`src/source/pad_pkg.sv`:
```
package pad_pkg;

	// Button bit positions inside a pad_buttons_t
	localparam int PAD_BTN_RIGHT  = 0;
	localparam int PAD_BTN_LEFT   = 1;
	localparam int PAD_BTN_DOWN   = 2;
	localparam int PAD_BTN_UP     = 3;
	localparam int PAD_BTN_A      = 4;
	localparam int PAD_BTN_B      = 5;
	localparam int PAD_BTN_SELECT = 6;
	localparam int PAD_BTN_START  = 7;

	typedef logic [7:0] pad_buttons_t; // 1 = pressed

	localparam int PAD_ADDR_W = 5;

	// Register map
	localparam logic [PAD_ADDR_W-1:0] PAD_REG_CTRL    = 5'h00; // bit0 enable, bit1 irq_en
	localparam logic [PAD_ADDR_W-1:0] PAD_REG_PERIOD  = 5'h04; // Poll period in ticks
	localparam logic [PAD_ADDR_W-1:0] PAD_REG_BUTTONS = 5'h08; // Pad 1 in upper byte
	localparam logic [PAD_ADDR_W-1:0] PAD_REG_PRESS   = 5'h0C; // Sticky, write 1 to clear
	localparam logic [PAD_ADDR_W-1:0] PAD_REG_STATUS  = 5'h10; // busy in bit 16

	localparam logic [1:0] PAD_RESP_OKAY = 2'b00;

endpackage

```
`src/source/pad_tick_gen.sv`:
```
`timescale 1ns/1ps

module pad_tick_gen #(
	parameter int DIV_COUNT = 16
) (
	input  logic clock_in,
	input  logic I_RESET,
	output logic tick
);

	localparam int CNT_W = (DIV_COUNT > 1) ? $clog2(DIV_COUNT) : 1;
	localparam logic [CNT_W-1:0] CNT_LAST = CNT_W'(DIV_COUNT - 1);

	logic [CNT_W-1:0] count;

	// One-cycle enable instead of a divided clock
	always_ff @(posedge clock_in) begin
		if (I_RESET) begin
			count <= '0;
			tick  <= 1'b0;
		end else begin
			tick <= (count == CNT_LAST);
			if (count == CNT_LAST)
				count <= '0;
			else
				count <= count + 1'b1;
		end
	end

endmodule

```
`src/source/pad_serial_reader.sv`:
```
`timescale 1ns/1ps

module pad_serial_reader (
	input  logic                  clock_in,
	input  logic                  I_RESET,
	input  logic                  tick,
	input  logic                  start,
	input  logic                  data,
	output logic                  latch,
	output logic                  pulse,
	output pad_pkg::pad_buttons_t buttons,
	output logic                  done,
	output logic                  busy
);

	import pad_pkg::*;

	localparam logic [4:0] LAST_STEP = 5'd20;

	// Order in which the pad shifts its bits out
	localparam int BIT_ORDER [8] = '{
		PAD_BTN_A, PAD_BTN_B, PAD_BTN_SELECT, PAD_BTN_START,
		PAD_BTN_UP, PAD_BTN_DOWN, PAD_BTN_LEFT, PAD_BTN_RIGHT
	};

	logic [4:0]   step;
	logic [4:0]   step_next;
	logic [2:0]   bit_idx;
	logic         sample;
	logic         step_en;
	pad_buttons_t staging;

	assign step_en   = busy && tick;
	assign step_next = step + 5'd1;
	assign bit_idx   = step_next[3:1] - 3'd2; // (step - 4) / 2

	// Even steps 4..18 take a bit
	assign sample = step_en && !step_next[0] && (step_next >= 5'd4) && (step_next <= 5'd18);

	always_ff @(posedge clock_in) begin
		if (I_RESET) begin
			step    <= '0;
			busy    <= 1'b0;
			latch   <= 1'b0;
			pulse   <= 1'b0;
			done    <= 1'b0;
			buttons <= '0;
		end else begin
			done <= 1'b0;
			if (!busy) begin
				if (start) begin // Ignored while busy
					busy <= 1'b1;
					step <= '0;
				end
			end else if (tick) begin
				step  <= step_next;
				latch <= (step_next == 5'd1) || (step_next == 5'd2);
				// Odd steps 5..19, one tick wide
				pulse <= step_next[0] && (step_next >= 5'd5) && (step_next <= 5'd19);
				if (step_next == LAST_STEP) begin
					buttons <= staging; // All eight at once
					done    <= 1'b1;
					busy    <= 1'b0;
				end
			end
		end
	end

	always_ff @(posedge clock_in) begin
		if (sample)
			staging[BIT_ORDER[bit_idx]] <= ~data; // Pad data is active low
	end

endmodule

```
`src/source/pad_event_detect.sv`:
```
`timescale 1ns/1ps

module pad_event_detect (
	input  logic                  clock_in,
	input  logic                  I_RESET,
	input  logic                  update,
	input  pad_pkg::pad_buttons_t buttons,
	input  pad_pkg::pad_buttons_t clear,
	output pad_pkg::pad_buttons_t press
);

	import pad_pkg::*;

	pad_buttons_t prev;
	pad_buttons_t kept;
	pad_buttons_t new_press;

	assign kept      = press & ~clear;
	assign new_press = buttons & ~prev;

	always_ff @(posedge clock_in) begin
		if (I_RESET) begin
			prev  <= '0;
			press <= '0;
		end else begin
			if (update) begin
				// New press beats a clear in the same cycle
				press <= kept | new_press;
				prev  <= buttons;
			end else begin
				press <= kept;
			end
		end
	end

endmodule

```
`src/source/pad_poll_ctrl.sv`:
```
`timescale 1ns/1ps

module pad_poll_ctrl (
	input  logic        clock_in,
	input  logic        I_RESET,
	input  logic        tick,
	input  logic        enable,
	input  logic        irq_en,
	input  logic [15:0] period,
	input  logic        done0,
	input  logic        done1,
	input  logic        busy0,
	input  logic        busy1,
	input  logic        press_any,
	output logic        start,
	output logic        update,
	output logic [15:0] poll_count,
	output logic        busy,
	output logic        irq
);

	// A read takes 20 ticks, keep polls apart
	localparam logic [15:0] MIN_PERIOD = 16'd21;

	logic [15:0] eff_period;
	logic [15:0] tick_count;
	logic        active;
	logic        got0;
	logic        got1;
	logic        both_done;

	assign eff_period = (period < MIN_PERIOD) ? MIN_PERIOD : period;
	assign both_done  = active && (got0 || done0) && (got1 || done1);
	assign busy       = active;

	always_ff @(posedge clock_in) begin
		if (I_RESET) begin
			tick_count <= '0;
			start      <= 1'b0;
			update     <= 1'b0;
			poll_count <= '0;
			active     <= 1'b0;
			got0       <= 1'b0;
			got1       <= 1'b0;
			irq        <= 1'b0;
		end else begin
			start  <= 1'b0;
			update <= both_done;
			irq    <= irq_en && press_any;

			if (!enable) begin
				tick_count <= '0; // Running poll still completes
			end else if (tick) begin
				if (tick_count >= eff_period - 16'd1) begin
					tick_count <= '0;
					if (!active && !busy0 && !busy1) begin
						start  <= 1'b1;
						active <= 1'b1;
					end
				end else begin
					tick_count <= tick_count + 16'd1;
				end
			end

			if (both_done) begin
				active     <= 1'b0;
				got0       <= 1'b0;
				got1       <= 1'b0;
				poll_count <= poll_count + 16'd1;
			end else begin
				if (done0)
					got0 <= 1'b1;
				if (done1)
					got1 <= 1'b1;
			end
		end
	end

endmodule

```
`src/source/pad_axil_regs.sv`:
```
`timescale 1ns/1ps

module pad_axil_regs #(
	parameter int PERIOD_RESET = 40
) (
	input  logic                          clock_in,
	input  logic                          I_RESET,

	input  logic [pad_pkg::PAD_ADDR_W-1:0] awaddr,
	input  logic                          awvalid,
	output logic                          awready,
	input  logic [31:0]                   wdata,
	input  logic [3:0]                    wstrb,
	input  logic                          wvalid,
	output logic                          wready,
	output logic [1:0]                    bresp,
	output logic                          bvalid,
	input  logic                          bready,
	input  logic [pad_pkg::PAD_ADDR_W-1:0] araddr,
	input  logic                          arvalid,
	output logic                          arready,
	output logic [31:0]                   rdata,
	output logic [1:0]                    rresp,
	output logic                          rvalid,
	input  logic                          rready,

	input  pad_pkg::pad_buttons_t         buttons0,
	input  pad_pkg::pad_buttons_t         buttons1,
	input  pad_pkg::pad_buttons_t         press0,
	input  pad_pkg::pad_buttons_t         press1,
	input  logic [15:0]                   poll_count,
	input  logic                          busy,

	output logic                          enable,
	output logic                          irq_en,
	output logic [15:0]                   period,
	output logic [15:0]                   press_clear
);

	import pad_pkg::*;

	logic        wr_accept;
	logic        wr_fire;
	logic        rd_accept;
	logic        rd_fire;
	logic [31:0] rd_mux;

	// Held bvalid / rvalid blocks the next transfer
	assign wr_accept = awvalid && wvalid && !awready && !bvalid;
	assign wr_fire   = awvalid && awready;
	assign rd_accept = arvalid && !arready && !rvalid;
	assign rd_fire   = arvalid && arready;

	assign bresp = PAD_RESP_OKAY;
	assign rresp = PAD_RESP_OKAY;

	always_ff @(posedge clock_in) begin
		if (I_RESET) begin
			awready     <= 1'b0;
			wready      <= 1'b0;
			bvalid      <= 1'b0;
			enable      <= 1'b0;
			irq_en      <= 1'b0;
			period      <= 16'(PERIOD_RESET);
			press_clear <= '0;
		end else begin
			awready     <= wr_accept;
			wready      <= wr_accept;
			press_clear <= '0;

			if (wr_fire)
				bvalid <= 1'b1;
			else if (bready)
				bvalid <= 1'b0;

			if (wr_fire) begin
				case (awaddr)
					PAD_REG_CTRL: begin
						if (wstrb[0]) begin
							enable <= wdata[0];
							irq_en <= wdata[1];
						end
					end
					PAD_REG_PERIOD: begin
						if (wstrb[0])
							period[7:0] <= wdata[7:0];
						if (wstrb[1])
							period[15:8] <= wdata[15:8];
					end
					PAD_REG_PRESS: begin // One-cycle clear mask
						press_clear[7:0]  <= wstrb[0] ? wdata[7:0] : 8'd0;
						press_clear[15:8] <= wstrb[1] ? wdata[15:8] : 8'd0;
					end
					default: ;
				endcase
			end
		end
	end

	always_ff @(posedge clock_in) begin
		if (I_RESET) begin
			arready <= 1'b0;
			rvalid  <= 1'b0;
		end else begin
			arready <= rd_accept;
			if (rd_fire)
				rvalid <= 1'b1;
			else if (rready)
				rvalid <= 1'b0;
		end
	end

	always_comb begin
		case (araddr)
			PAD_REG_CTRL:    rd_mux = {30'd0, irq_en, enable};
			PAD_REG_PERIOD:  rd_mux = {16'd0, period};
			PAD_REG_BUTTONS: rd_mux = {16'd0, buttons1, buttons0};
			PAD_REG_PRESS:   rd_mux = {16'd0, press1, press0};
			PAD_REG_STATUS:  rd_mux = {15'd0, busy, poll_count};
			default:         rd_mux = 32'd0; // Unmapped reads zero
		endcase
	end

	always_ff @(posedge clock_in) begin
		if (rd_fire)
			rdata <= rd_mux;
	end

endmodule

```
`src/source/pad_subsystem.sv`:
```
`timescale 1ns/1ps

module pad_subsystem #(
	parameter int DIV_COUNT    = 1024,
	parameter int PERIOD_RESET = 40
) (
	input  logic                          clock_in,
	input  logic                          I_RESET,

	input  logic [pad_pkg::PAD_ADDR_W-1:0] awaddr,
	input  logic                          awvalid,
	output logic                          awready,
	input  logic [31:0]                   wdata,
	input  logic [3:0]                    wstrb,
	input  logic                          wvalid,
	output logic                          wready,
	output logic [1:0]                    bresp,
	output logic                          bvalid,
	input  logic                          bready,
	input  logic [pad_pkg::PAD_ADDR_W-1:0] araddr,
	input  logic                          arvalid,
	output logic                          arready,
	output logic [31:0]                   rdata,
	output logic [1:0]                    rresp,
	output logic                          rvalid,
	input  logic                          rready,

	output logic                          pad0_latch,
	output logic                          pad0_pulse,
	input  logic                          pad0_data,
	output logic                          pad1_latch,
	output logic                          pad1_pulse,
	input  logic                          pad1_data,

	output logic                          irq
);

	import pad_pkg::*;

	logic         tick;
	logic         start;
	logic         update;
	logic         done0;
	logic         done1;
	logic         busy0;
	logic         busy1;
	logic         busy;
	logic         enable;
	logic         irq_en;
	logic         press_any;
	logic [15:0]  period;
	logic [15:0]  press_clear;
	logic [15:0]  poll_count;
	pad_buttons_t buttons0;
	pad_buttons_t buttons1;
	pad_buttons_t press0;
	pad_buttons_t press1;

	assign press_any = (|press0) || (|press1);

	pad_tick_gen #(.DIV_COUNT(DIV_COUNT)) u_tick (
		.clock_in(clock_in), .I_RESET(I_RESET), .tick(tick)
	);

	pad_serial_reader u_reader0 (
		.clock_in(clock_in), .I_RESET(I_RESET), .tick(tick), .start(start),
		.data(pad0_data), .latch(pad0_latch), .pulse(pad0_pulse),
		.buttons(buttons0), .done(done0), .busy(busy0)
	);

	pad_serial_reader u_reader1 (
		.clock_in(clock_in), .I_RESET(I_RESET), .tick(tick), .start(start),
		.data(pad1_data), .latch(pad1_latch), .pulse(pad1_pulse),
		.buttons(buttons1), .done(done1), .busy(busy1)
	);

	pad_event_detect u_detect0 (
		.clock_in(clock_in), .I_RESET(I_RESET), .update(update),
		.buttons(buttons0), .clear(press_clear[7:0]), .press(press0)
	);

	pad_event_detect u_detect1 (
		.clock_in(clock_in), .I_RESET(I_RESET), .update(update),
		.buttons(buttons1), .clear(press_clear[15:8]), .press(press1)
	);

	pad_poll_ctrl u_ctrl (
		.clock_in(clock_in), .I_RESET(I_RESET), .tick(tick),
		.enable(enable), .irq_en(irq_en), .period(period),
		.done0(done0), .done1(done1), .busy0(busy0), .busy1(busy1),
		.press_any(press_any), .start(start), .update(update),
		.poll_count(poll_count), .busy(busy), .irq(irq)
	);

	pad_axil_regs #(.PERIOD_RESET(PERIOD_RESET)) u_regs (
		.clock_in(clock_in), .I_RESET(I_RESET),
		.awaddr(awaddr), .awvalid(awvalid), .awready(awready),
		.wdata(wdata), .wstrb(wstrb), .wvalid(wvalid), .wready(wready),
		.bresp(bresp), .bvalid(bvalid), .bready(bready),
		.araddr(araddr), .arvalid(arvalid), .arready(arready),
		.rdata(rdata), .rresp(rresp), .rvalid(rvalid), .rready(rready),
		.buttons0(buttons0), .buttons1(buttons1),
		.press0(press0), .press1(press1),
		.poll_count(poll_count), .busy(busy),
		.enable(enable), .irq_en(irq_en), .period(period),
		.press_clear(press_clear)
	);

endmodule

```
`config.mk`:
```
export PLATFORM = sky130hd
export DESIGN_NAME = pad_subsystem
export DESIGN_NICKNAME = d
export VERILOG_FILES = /design/src/source/pad_pkg.sv /design/src/source/pad_tick_gen.sv /design/src/source/pad_serial_reader.sv /design/src/source/pad_event_detect.sv /design/src/source/pad_poll_ctrl.sv /design/src/source/pad_axil_regs.sv /design/src/source/pad_subsystem.sv
export SDC_FILE = /design/constraint.sdc
export NUM_CORES = 1
export LEC_CHECK = 0
export BUFFER_PORTS_ARGS = -buffer_cell sky130_fd_sc_hd__buf_2
export CORE_AREA = 2 2 131 133
export CTS_CLUSTER_SIZE = 14
export DETAILED_ROUTE_END_ITERATION = 8
export DIE_AREA = 0 0 133 135
export GPL_ROUTABILITY_DRIVEN = 1
export PLACE_DENSITY_LB_ADDON = 0.2
export REMOVE_ABC_BUFFERS = 1
export SYNTH_ARGS = -nofsm -noshare
export SYNTH_HDL_FRONTEND = slang
export SYNTH_SLANG_ARGS = --single-unit
```
`constraint.sdc`:
```
create_clock -name clock_in -period 3.7 [get_ports clock_in]
set_input_delay 0.74 -clock clock_in [delete_from_list [all_inputs] [get_ports clock_in]]
set_output_delay 0.74 -clock clock_in [all_outputs]
set_load 0.01 [all_outputs]
```
==> out/results.tsv, run 1 <==
metric	value	unit
CTS H-tree lvls	4	
I/O Buffers	63	
main flop type after synthesis	dfxtp_1	
# IOs	101	
vias in the first global route	5972	
CTS max path bufs	2	
CP endpoint	u_ctrl.start$_SDFF_PP0_	
final wirelength	17900	um
sequential area share after synthesis	46.7	%
period utilisation layout	102	%
count of cell types in the netlist	63	
worst skew pair latency	430	ps
element type at the critical path end	flop	
Overflow after GRT	0	
count of flip-flops with a built-in enable after synthesis	33	
Slew @ Worst Pin	895	ps
Seq cells post-synth	186	
Vias per Instance	5.29	
Via Count	6466	
total track usage	20.6	%
status	finished, violations left	
Worst setup SP type	flop	
Worst Path Arrival	4130	ps
CP required	4050	ps
CP dominant cell by count	nand3b_1	
first-pass GRT wire length	29600	um
core area	0.0164	mm2
Die Ht	135	um
Pwr Density	400	mW/mm2
layout net count	1082	
Post-CTS Hold Buffers	0	
Peak supply drop	0.320	mV
Critical Path Fanout Max	4	
synthesized cell area	0.00868	mm2
Worst-path clk slew	70	ps
Yosys warnings	0	
crit path cell chain	or4_4 -> nor4b_4 -> and2_4 -> nand2b_4 -> ha_4 -> nand3b_1 -> nor2b_1 -> nand3b_1 -> mux2i_1 -> ha_1 -> nand4_1 -> buf_4 -> a311o_1 -> o31a_1 -> a2111oi_4 -> nor3b_2	
Reg-to-Reg Start	u_regs.period[7]$_SDFFE_PP0P_	
pre-CTS WS	-211	ps
num rows	47	
reg-to-reg critical path endpoint	u_ctrl.start$_SDFF_PP0_	
crit path kind	flop to flop	
Post-synth ARST share	0	%
crit path from	u_regs.period[7]$_SDFFE_PP0P_	
Pwr Total	3.98	mW
drt wl/cell	14.7	um
final setup fails	5	
final worst slack	-74.4	ps
relative slew slack	40.3	%
DR iter-0 viols	497	
fin crit period	3770	ps
final count of pins violating max slew	0	
TritonCTS buffer count	17	
area delta synth->final	14.6	%
worst hold path class	flop to flop	
maxcap violations	0	
root buffer cell	clkbuf_16	
leakage dissipation	3.75	nW
Worst R2R Path Depth	16	
Initial Utilization	52.9	%
slowest CP cell	or4_4	
# clock sinks	186	
n_diodes	0	
final hold vios	0	
failing checks	setup timing	
Cells after Synth	914	
Die Wd	133	um
HPWL Detailed	12700	um
max incr delay on CP	560	ps
remaining antenna violation count after routing	0	
drt first pass iters	5	
antenna violations before repair	0	
Layout fillers	1400	
Max Fclk	265	MHz
share of cells above drive strength 1	14.7	%
reg2reg setup slack	-70	ps
RSZ-0062 raised after global routing	yes	
Mapped Avg Cell Area	9.50	um2
die area	0.0180	mm2
drc violations	0	
pin count of the biggest net entering global routing	72	
GPL Wtd Cong	0.869	
Worst Skew	11.5	ps
CTS tree	done	
## report_power, final
group	internal, mW	total [mW]	switching (mW)
sequential	2.06	2.07	0.00446
combinational	0.0313	0.0997	0.0684
clock	1.02	1.81	0.798
total	3.11	3.98	0.870
## per-layer routing
metal	track usage [%]	part of all wire, %
met1	27.6	49
met2	33.1	45
met3	4.65	4.5
met4	6.81	1.6
met5	0	0
## registers in the layout (all words and copies together), names as in the netlist, 5 cells and up
name	flops
u_regs.rdata	17
u_ctrl.poll_count	16
u_ctrl.tick_count	16
u_regs.period	16
u_regs.press_clear	16
u_tick.count	10
u_detect0.press	8
u_detect0.prev	8
u_detect1.press	8
u_detect1.prev	8
u_reader0.buttons	8
u_reader0.staging	8
u_reader1.buttons	8
u_reader1.staging	8
u_reader0.step	5
u_reader1.step	5
## critical path: cells and delay by family, from the launching register on
kind,cells,cell delay (ps)
buf+inv,1,170
mux,1,130
compound gates,3,720
simple gates,9,1920
flops,1,320
fa+ha+maj,2,420
## cell usage after synthesis, types with 22 or more instances
cell type  count  area (um2)
inv_1         26        97.6
dfxtp_1      153        3060
nand2b_1      25         156
and2_1        22         138
nand2_1       42         158
ha_1          38         475
edfxtp_1      33         991
a21oi_1       46         230
clkbuf_1      30         113
nand3b_1      23         173
xnor2_1       26         228
nand3_1       22         110
nor2_1       139         522
o21ai_0       32         160
xor2_1        22         193
mux2i_1       67         671
## area by class of cell
type | count | area, um2 | share of cell area (%)
repair buffers | 95 | 558 | 5.61
multi-input cells | 663 | 4360 | 43.8
clock buffers | 22 | 517 | 5.19
clock inverters | 10 | 92.6 | 0.930
flip-flops and latches | 186 | 4060 | 40.7
well taps | 220 | 275 | 2.77
inverters | 26 | 97.6 | 0.981
## cell families after synthesis
family | after synthesis | share of synthesized area, %
other | 1 | 0.0432
adders and majority gates | 38 | 5.48
xor gates and xnor gates | 48 | 4.84
AOI/OAI and AO/OA | 130 | 9.40
DFF | 186 | 46.7
muxes | 67 | 7.72
buffers and inverters | 83 | 4.53
and+or+nand+nor | 361 | 21.3
## placed cells by master (no fill, tap or decap), drive strengths merged, types with 14 or more instances in the layout
| cell | instances |
|---|---|
| dfxtp | 153 |
| conb | 19 |
| nor2 | 140 |
| nand3 | 22 |
| a22oi | 18 |
| xor2 | 22 |
| mux2i | 67 |
| buf | 95 |
| o21ai | 32 |
| nand3b | 23 |
| xnor2 | 26 |
| nor3 | 21 |
| clkbuf | 22 |
| nand4 | 14 |
| and2 | 23 |
| edfxtp | 33 |
| ha | 38 |
| nand2 | 42 |
| a21oi | 46 |
| nand2b | 25 |
| inv | 31 |
## through the flow
stage | util [%] | area [um2] | setup TNS, ps | std cells | hold WS, ps
after floorplan | - | 8450 | -6210 | 875 | 426
after global placement | 56.5 | 9270 | -657 | 1188 | 424
after detailed placement | 56.5 | 9270 | -1290 | 1188 | 431
after CTS | 60.6 | 9940 | -86.7 | 1222 | 439
after global routing | 60.7 | 9950 | -4650 | 1222 | 458
final | 60.7 | 9950 | -113 | 1222 | 438
## worst min-delay path by stage
stage,startpoint,endpoint,slack [ps],cells past startpoint
after detailed placement,u_regs.bvalid$_SDFFE_PP0P_,u_regs.awready$_SDFF_PP0_,430,1
after global placement,u_regs.arready$_SDFF_PP0_,u_regs.arready$_SDFF_PP0_,420,1
after floorplan,u_tick.count[0]$_SDFF_PP0_,u_tick.count[0]$_SDFF_PP0_,430,1
after global routing,u_regs.arready$_SDFF_PP0_,u_regs.arready$_SDFF_PP0_,460,1
after CTS,u_regs.bvalid$_SDFFE_PP0P_,u_regs.awready$_SDFF_PP0_,440,1
final,u_regs.arready$_SDFF_PP0_,u_regs.arready$_SDFF_PP0_,440,1
## what timing repair did
action	4_1_cts	5_1_grt
setup endpoints to repair	16	18
setup buffers	2	0
resized for setup	6	3
pin swaps	20	0
(Power assumes the default switching activity.)
==> inputs of run 2 (changes only) <==
Settings changed: CORE_AREA 2 2 131 133 to 2 2 142 144, DIE_AREA 0 0 133 135 to 0 0 144 146.
==> run 2 against run 1 <==
The run still ends with setup timing left. Fmax grew 0.37%. Sequential share of layout area down 0.13 points. Via count increased by 0.22%. Non-clock buffer count did not move. Count of clock-buffer cells in the layout down 4. Flip-flop and latch count unchanged. Wire length is 4.4% higher. Sequential power hardly changed. Combinational power hardly changed. Critical endpoint unchanged. Largest power group unchanged. Highest routed layer unchanged.
==> out/results.tsv, run 2 (synthesis gave the netlist of run 1 again) <==
metric	value	unit
status	finished, violations left	
failing checks	setup timing	
Die Wd	144	um
Post-CTS Hold Buffers	0	
Hold Crit Depth	1	
HP Start	u_regs.arready$_SDFF_PP0_	
largest register by flop count	u_regs.rdata	
total track usage	18.6	%
Worst setup SP type	flop	
max reg flops	17	
fraction of power spent switching nets	23.4	%
die area	0.0210	mm2
drt wl/cell	14.8	um
Cell Count Post-Placement	1233	
Vias per Instance	5.11	
Via Count	6480	
CTS max path bufs	2	
crit path from	u_regs.period[7]$_SDFFE_PP0P_	
GPL Wtd Cong	0.821	
reg2reg setup slack	-60	ps
HPWL Detailed	13400	um
drt first pass iters	5	
slowest CP cell	or4_4	
relative slew slack	40.6	%
final worst slack	-60.4	ps
Worst R2R Path Depth	16	
period utilisation layout	102	%
area delta synth->final	15.0	%
leakage dissipation	3.73	nW
final setup fails	1	
worst skew pair latency	440	ps
Placed Area	0.00934	mm2
CP dominant cell by count	nand3b_1	
max incr delay on CP	550	ps
net load switching power	936	uW
Final Non-Filler Cells	1267	
layout net count	1082	
pin count of the biggest net entering global routing	68	
vias in the first global route	6180	
Die Ht	146	um
root buffer cell	clkbuf_16	
maxcap violations	0	
Worst-path clk slew	70	ps
Clock power frac	45.6	%
drc violations	0	
RSZ-0062 raised after global routing	yes	
worst hold path class	flop to flop	
antenna violations before repair	0	
CTS H-tree lvls	4	
TritonCTS buffer count	17	
element type at the critical path end	flop	
I/O Buffers	63	
# IOs	101	
final wirelength	18700	um
Overflow after GRT	0	
crit path kind	flop to flop	
Pwr Density	400	mW/mm2
CTS tree	done	
Comb power frac	2.6	%
DR iter-0 viols	346	
Peak supply drop	0.313	mV
n_diodes	0	
post-route cell area	0.00999	mm2
most frequent cells in the layout	dfxtp_1 (152), nor2_1 (139), mux2i_1 (67)	
remaining antenna violation count after routing	0	
Internal Power	3.06	mW
Worst Path Arrival	4120	ps
Worst Hold End	u_regs.arready$_SDFF_PP0_	
final hold vios	0	
CP required	4060	ps
Seq pwr share	51.8	%
num rows	51	
Initial Utilization	44.9	%
first-pass GRT wire length	31100	um
commonest non-fill, non-tap cell in the layout	dfxtp_1	
final count of pins violating max slew	0	
reg-to-reg critical path endpoint	u_ctrl.start$_SDFF_PP0_	
fin crit period	3760	ps
Slew @ Worst Pin	890	ps
# clock sinks	186	
crit path cell chain	or4_4 -> nor4b_4 -> and2_4 -> nand2b_4 -> ha_4 -> nand3b_1 -> nor2b_2 -> nand3b_1 -> xor2_1 -> ha_1 -> nand4_1 -> buf_4 -> a311o_1 -> o31a_1 -> a2111oi_4 -> nor3b_2	
share of cells above drive strength 1	14.5	%
Worst Skew	11.7	ps
Critical Path Fanout Max	4	
Reg-to-Reg Start	u_regs.period[7]$_SDFFE_PP0P_	
core area	0.0193	mm2
Max Fclk	266	MHz
==> run 2: changes by cell type in the layout (fill, tap and decap cells not counted), sizes merged <==
| cell | previous run | this run |
|---|---|---|
| clkbuf | 22 | 18 |
| clkinv | 3 | 1 |
| clkinvlp | 2 | 4 |
| bufinv | 0 | 1 |
| inv | 31 | 34 |
==> run 2: metrics by stage <==
step | setup WS, ps | hold slack, ps | setup TNS [ps] | utilization [%] | total power, mW
floorplan | -413 | 426 | -6210 | - | 2.15
global placement | -225 | 422 | -1400 | 48.3 | 2.22
detailed placement | -317 | 432 | -2270 | 48.3 | 2.22
CTS | -97.1 | 443 | -179 | 51.6 | 4.04
global route | -298 | 465 | -3280 | 51.6 | 4.13
finish | -60.4 | 437 | -60.4 | 51.6 | 3.99
==> run 2: layout make-up <==
type                       count  area [um2]
inverter                      26        97.6
tap                          265         332
multi-input combinational    663        4350
sequential                   186        4060
clock inverter                14         154
fill                        1827        9350
timing repair buffer          95         571
clock buffer                  18         429
==> run 2: layer usage <==
metal | global-route usage (%) | vias up | part of all wire [%]
li1 | - | 3308 | -
met1 | 25.2 | 3029 | 49
met2 | 30.2 | 124 | 46
met3 | 3.72 | 19 | 3.9
met4 | 5.05 | 0 | 0.98
met5 | 0 | - | 0
==> run 2: what timing repair did <==
item                       in CTS  in global routing
gates resized for setup         6                  2
pin swaps                      21                  0
setup buffers                   2                  0
setup endpoints to repair      16                 18
==> run 2: power by group through the flow <==
stage / Combinational (mW) / Clock, mW / Sequential [mW]
2_1_floorplan: 0.0318 / 0 / 2.12
3_3_place_gp: 0.103 / 0 / 2.11
3_5_place_dp: 0.103 / 0 / 2.11
4_1_cts: 0.104 / 1.87 / 2.07
5_1_grt: 0.114 / 1.95 / 2.07
6_report: 0.103 / 1.82 / 2.07
==> run 2: how the worst max path moves through the flow <==
stage	end	slack (ps)	cells after the start
floorplan	u_ctrl.tick_count[10]$_SDFFE_PP0P_	-410	15
global route	u_ctrl.start$_SDFF_PP0_	-300	14
finish	u_ctrl.start$_SDFF_PP0_	-60	16
CTS	u_ctrl.start$_SDFF_PP0_	-100	16
detailed placement	u_ctrl.start$_SDFF_PP0_	-320	15
global placement	u_ctrl.start$_SDFF_PP0_	-220	15
==> run 2: critical path: cells and delay by family (launching register included) <==
family	cells	cell delay, ps
flops	1	320
fa+ha+maj	2	390
xor+xnor	1	160
buf+inv	1	180
simple gates	9	1900
compound gates	3	750
==> inputs of run 3 (changes only) <==
Settings changed: CORE_AREA 2 2 142 144 to 2 2 159 130, DIE_AREA 0 0 144 146 to 0 0 161 132.
==> run 3 against run 2 <==
The flow still finishes with violations (setup timing). Worst hold slack better by 3.8 ps. Non-clock buffer count up 4. Setup slack better by 43 ps.
==> out/results.tsv, run 3 (synthesis gave the netlist of run 1 again) <==
metric	value	unit
Die Wd	161	um
period utilisation layout	100	%
fin crit period	3720	ps
commonest non-fill, non-tap cell in the layout	dfxtp_1	
# IOs	101	
Initial Utilization	44.4	%
worst skew pair latency	430	ps
n_diodes	0	
element type at the critical path end	flop	
Pwr Total	3.94	mW
Reg-to-Reg Start	u_regs.period[7]$_SDFFE_PP0P_	
Die Ht	132	um
pre-CTS WS	-228	ps
Worst Path Arrival	4070	ps
I/O Buffers	63	
CTS tree	done	
vias in the first global route	5967	
Via Count	6512	
Top Metal Used	met4	
failing checks	setup timing	
met3 routed WL	882	um
status	finished, violations left	
leakage dissipation	3.75	nW
final wirelength	19500	um
CTS max path bufs	2	
core area	0.0196	mm2
die area	0.0213	mm2
largest register by flop count	u_regs.rdata	
pin count of the biggest net entering global routing	71	
drt wl/cell	15.3	um
metal2 WL	8370	um
total track usage	18.6	%
final worst slack	-17.3	ps
reg2reg setup slack	-20	ps
reg-to-reg critical path endpoint	u_ctrl.start$_SDFF_PP0_	
share of cells above drive strength 1	15.8	%
Critical Path Fanout Max	3	
Vias per Instance	5.13	
final count of pins violating max slew	0	
Pwr Density	392	mW/mm2
crit path from	u_regs.period[7]$_SDFFE_PP0P_	
max reg flops	17	
DR iter-0 viols	534	
area delta synth->final	15.8	%
final hold slack	441	ps
final hold vios	0	
Overflow after GRT	0	
# clock sinks	186	
Slew @ Worst Pin	978	ps
HPWL Detailed	14100	um
Metal-1 WL	9870	um
relative slew slack	34.4	%
root buffer cell	clkbuf_16	
num rows	46	
TritonCTS buffer count	17	
first-pass GRT wire length	31500	um
final setup fails	1	
Worst R2R Path Depth	16	
Worst setup SP type	flop	
Peak supply drop	0.273	mV
drc violations	0	
CP required	4060	ps
Max Fclk	269	MHz
crit path kind	flop to flop	
remaining antenna violation count after routing	0	
layout net count	1086	
Post-CTS Hold Buffers	0	
worst hold path class	flop to flop	
Worst Skew	10.9	ps
maxcap violations	0	
drt first pass iters	4	
Core Util, Final	51.4	%
RSZ-0062 raised after global routing	yes	
GPL Wtd Cong	0.820	
most frequent cells in the layout	dfxtp_1 (152), nor2_1 (130), mux2i_1 (67)	
Worst-path clk slew	70	ps
CTS H-tree lvls	4	
CP endpoint	u_ctrl.start$_SDFF_PP0_	
antenna violations before repair	0	
[run 3: worst min-delay path by stage]
stage                                          start                         end  cells past startpoint
after global routing       u_regs.arready$_SDFF_PP0_   u_regs.arready$_SDFF_PP0_                      1
final                      u_regs.arready$_SDFF_PP0_   u_regs.arready$_SDFF_PP0_                      1
after detailed placement   u_regs.arready$_SDFF_PP0_   u_regs.arready$_SDFF_PP0_                      1
after CTS                  u_regs.arready$_SDFF_PP0_   u_regs.arready$_SDFF_PP0_                      1
after global placement     u_regs.arready$_SDFF_PP0_   u_regs.arready$_SDFF_PP0_                      1
after floorplan           u_tick.count[0]$_SDFF_PP0_  u_tick.count[0]$_SDFF_PP0_                      1
[run 3: final cells by class]
class,count,area [um2]
clock buffers,18,450
clock inverters,13,115
fillers,1835,9520
inverters,26,97.6
multi-input cells,663,4390
flip-flops and latches,186,4060
well taps,264,330
repair buffers,99,608
[run 3: repair_timing]
item                                    in CTS  in global routing
buffers inserted                             3                  2
gates resized for setup                      6                 17
pin swaps                                   10                 15
endpoints found under the setup margin      16                 16
[run 3: power by group]
group	leakage (nW)	switching (mW)	internal (mW)
registers	1.54	0.00464	2.06
clock network	0.282	0.794	0.968
logic	1.93	0.0718	0.0335
[run 3: layer usage]
| metal | track usage (%) | up-vias |
|---|---|---|
| met3 | 4.06 | 28 |
| li1 | - | 3319 |
| met4 | 5.41 | 0 |
| met5 | 0 | - |
| met1 | 26.8 | 3019 |
| met2 | 27.9 | 146 |
[run 3: per-stage QoR]
stage	cells	instance area, um2	setup TNS, ps
final	1269	10100	-17.3
after global routing	1269	10100	-2400
after CTS	1267	9980	-159
after detailed placement	1233	9350	-1510
after global placement	1233	9350	-1040
after floorplan	875	8450	-6210
[run 3: worst max-delay path, cell delays in order, from the launching register on]
cell and delay, ps:
dfxtp_2 320, or4_4 550, nor4b_4 240, and2_4 180
nand2b_4 120, ha_4 130, nand3b_1 90, nor2b_1 160
nand3b_1 110, xor2_1 180, ha_1 270, nand4_1 120
buf_4 170, a311o_1 310, o31a_1 170, a2111oi_4 320
nor3b_2 200
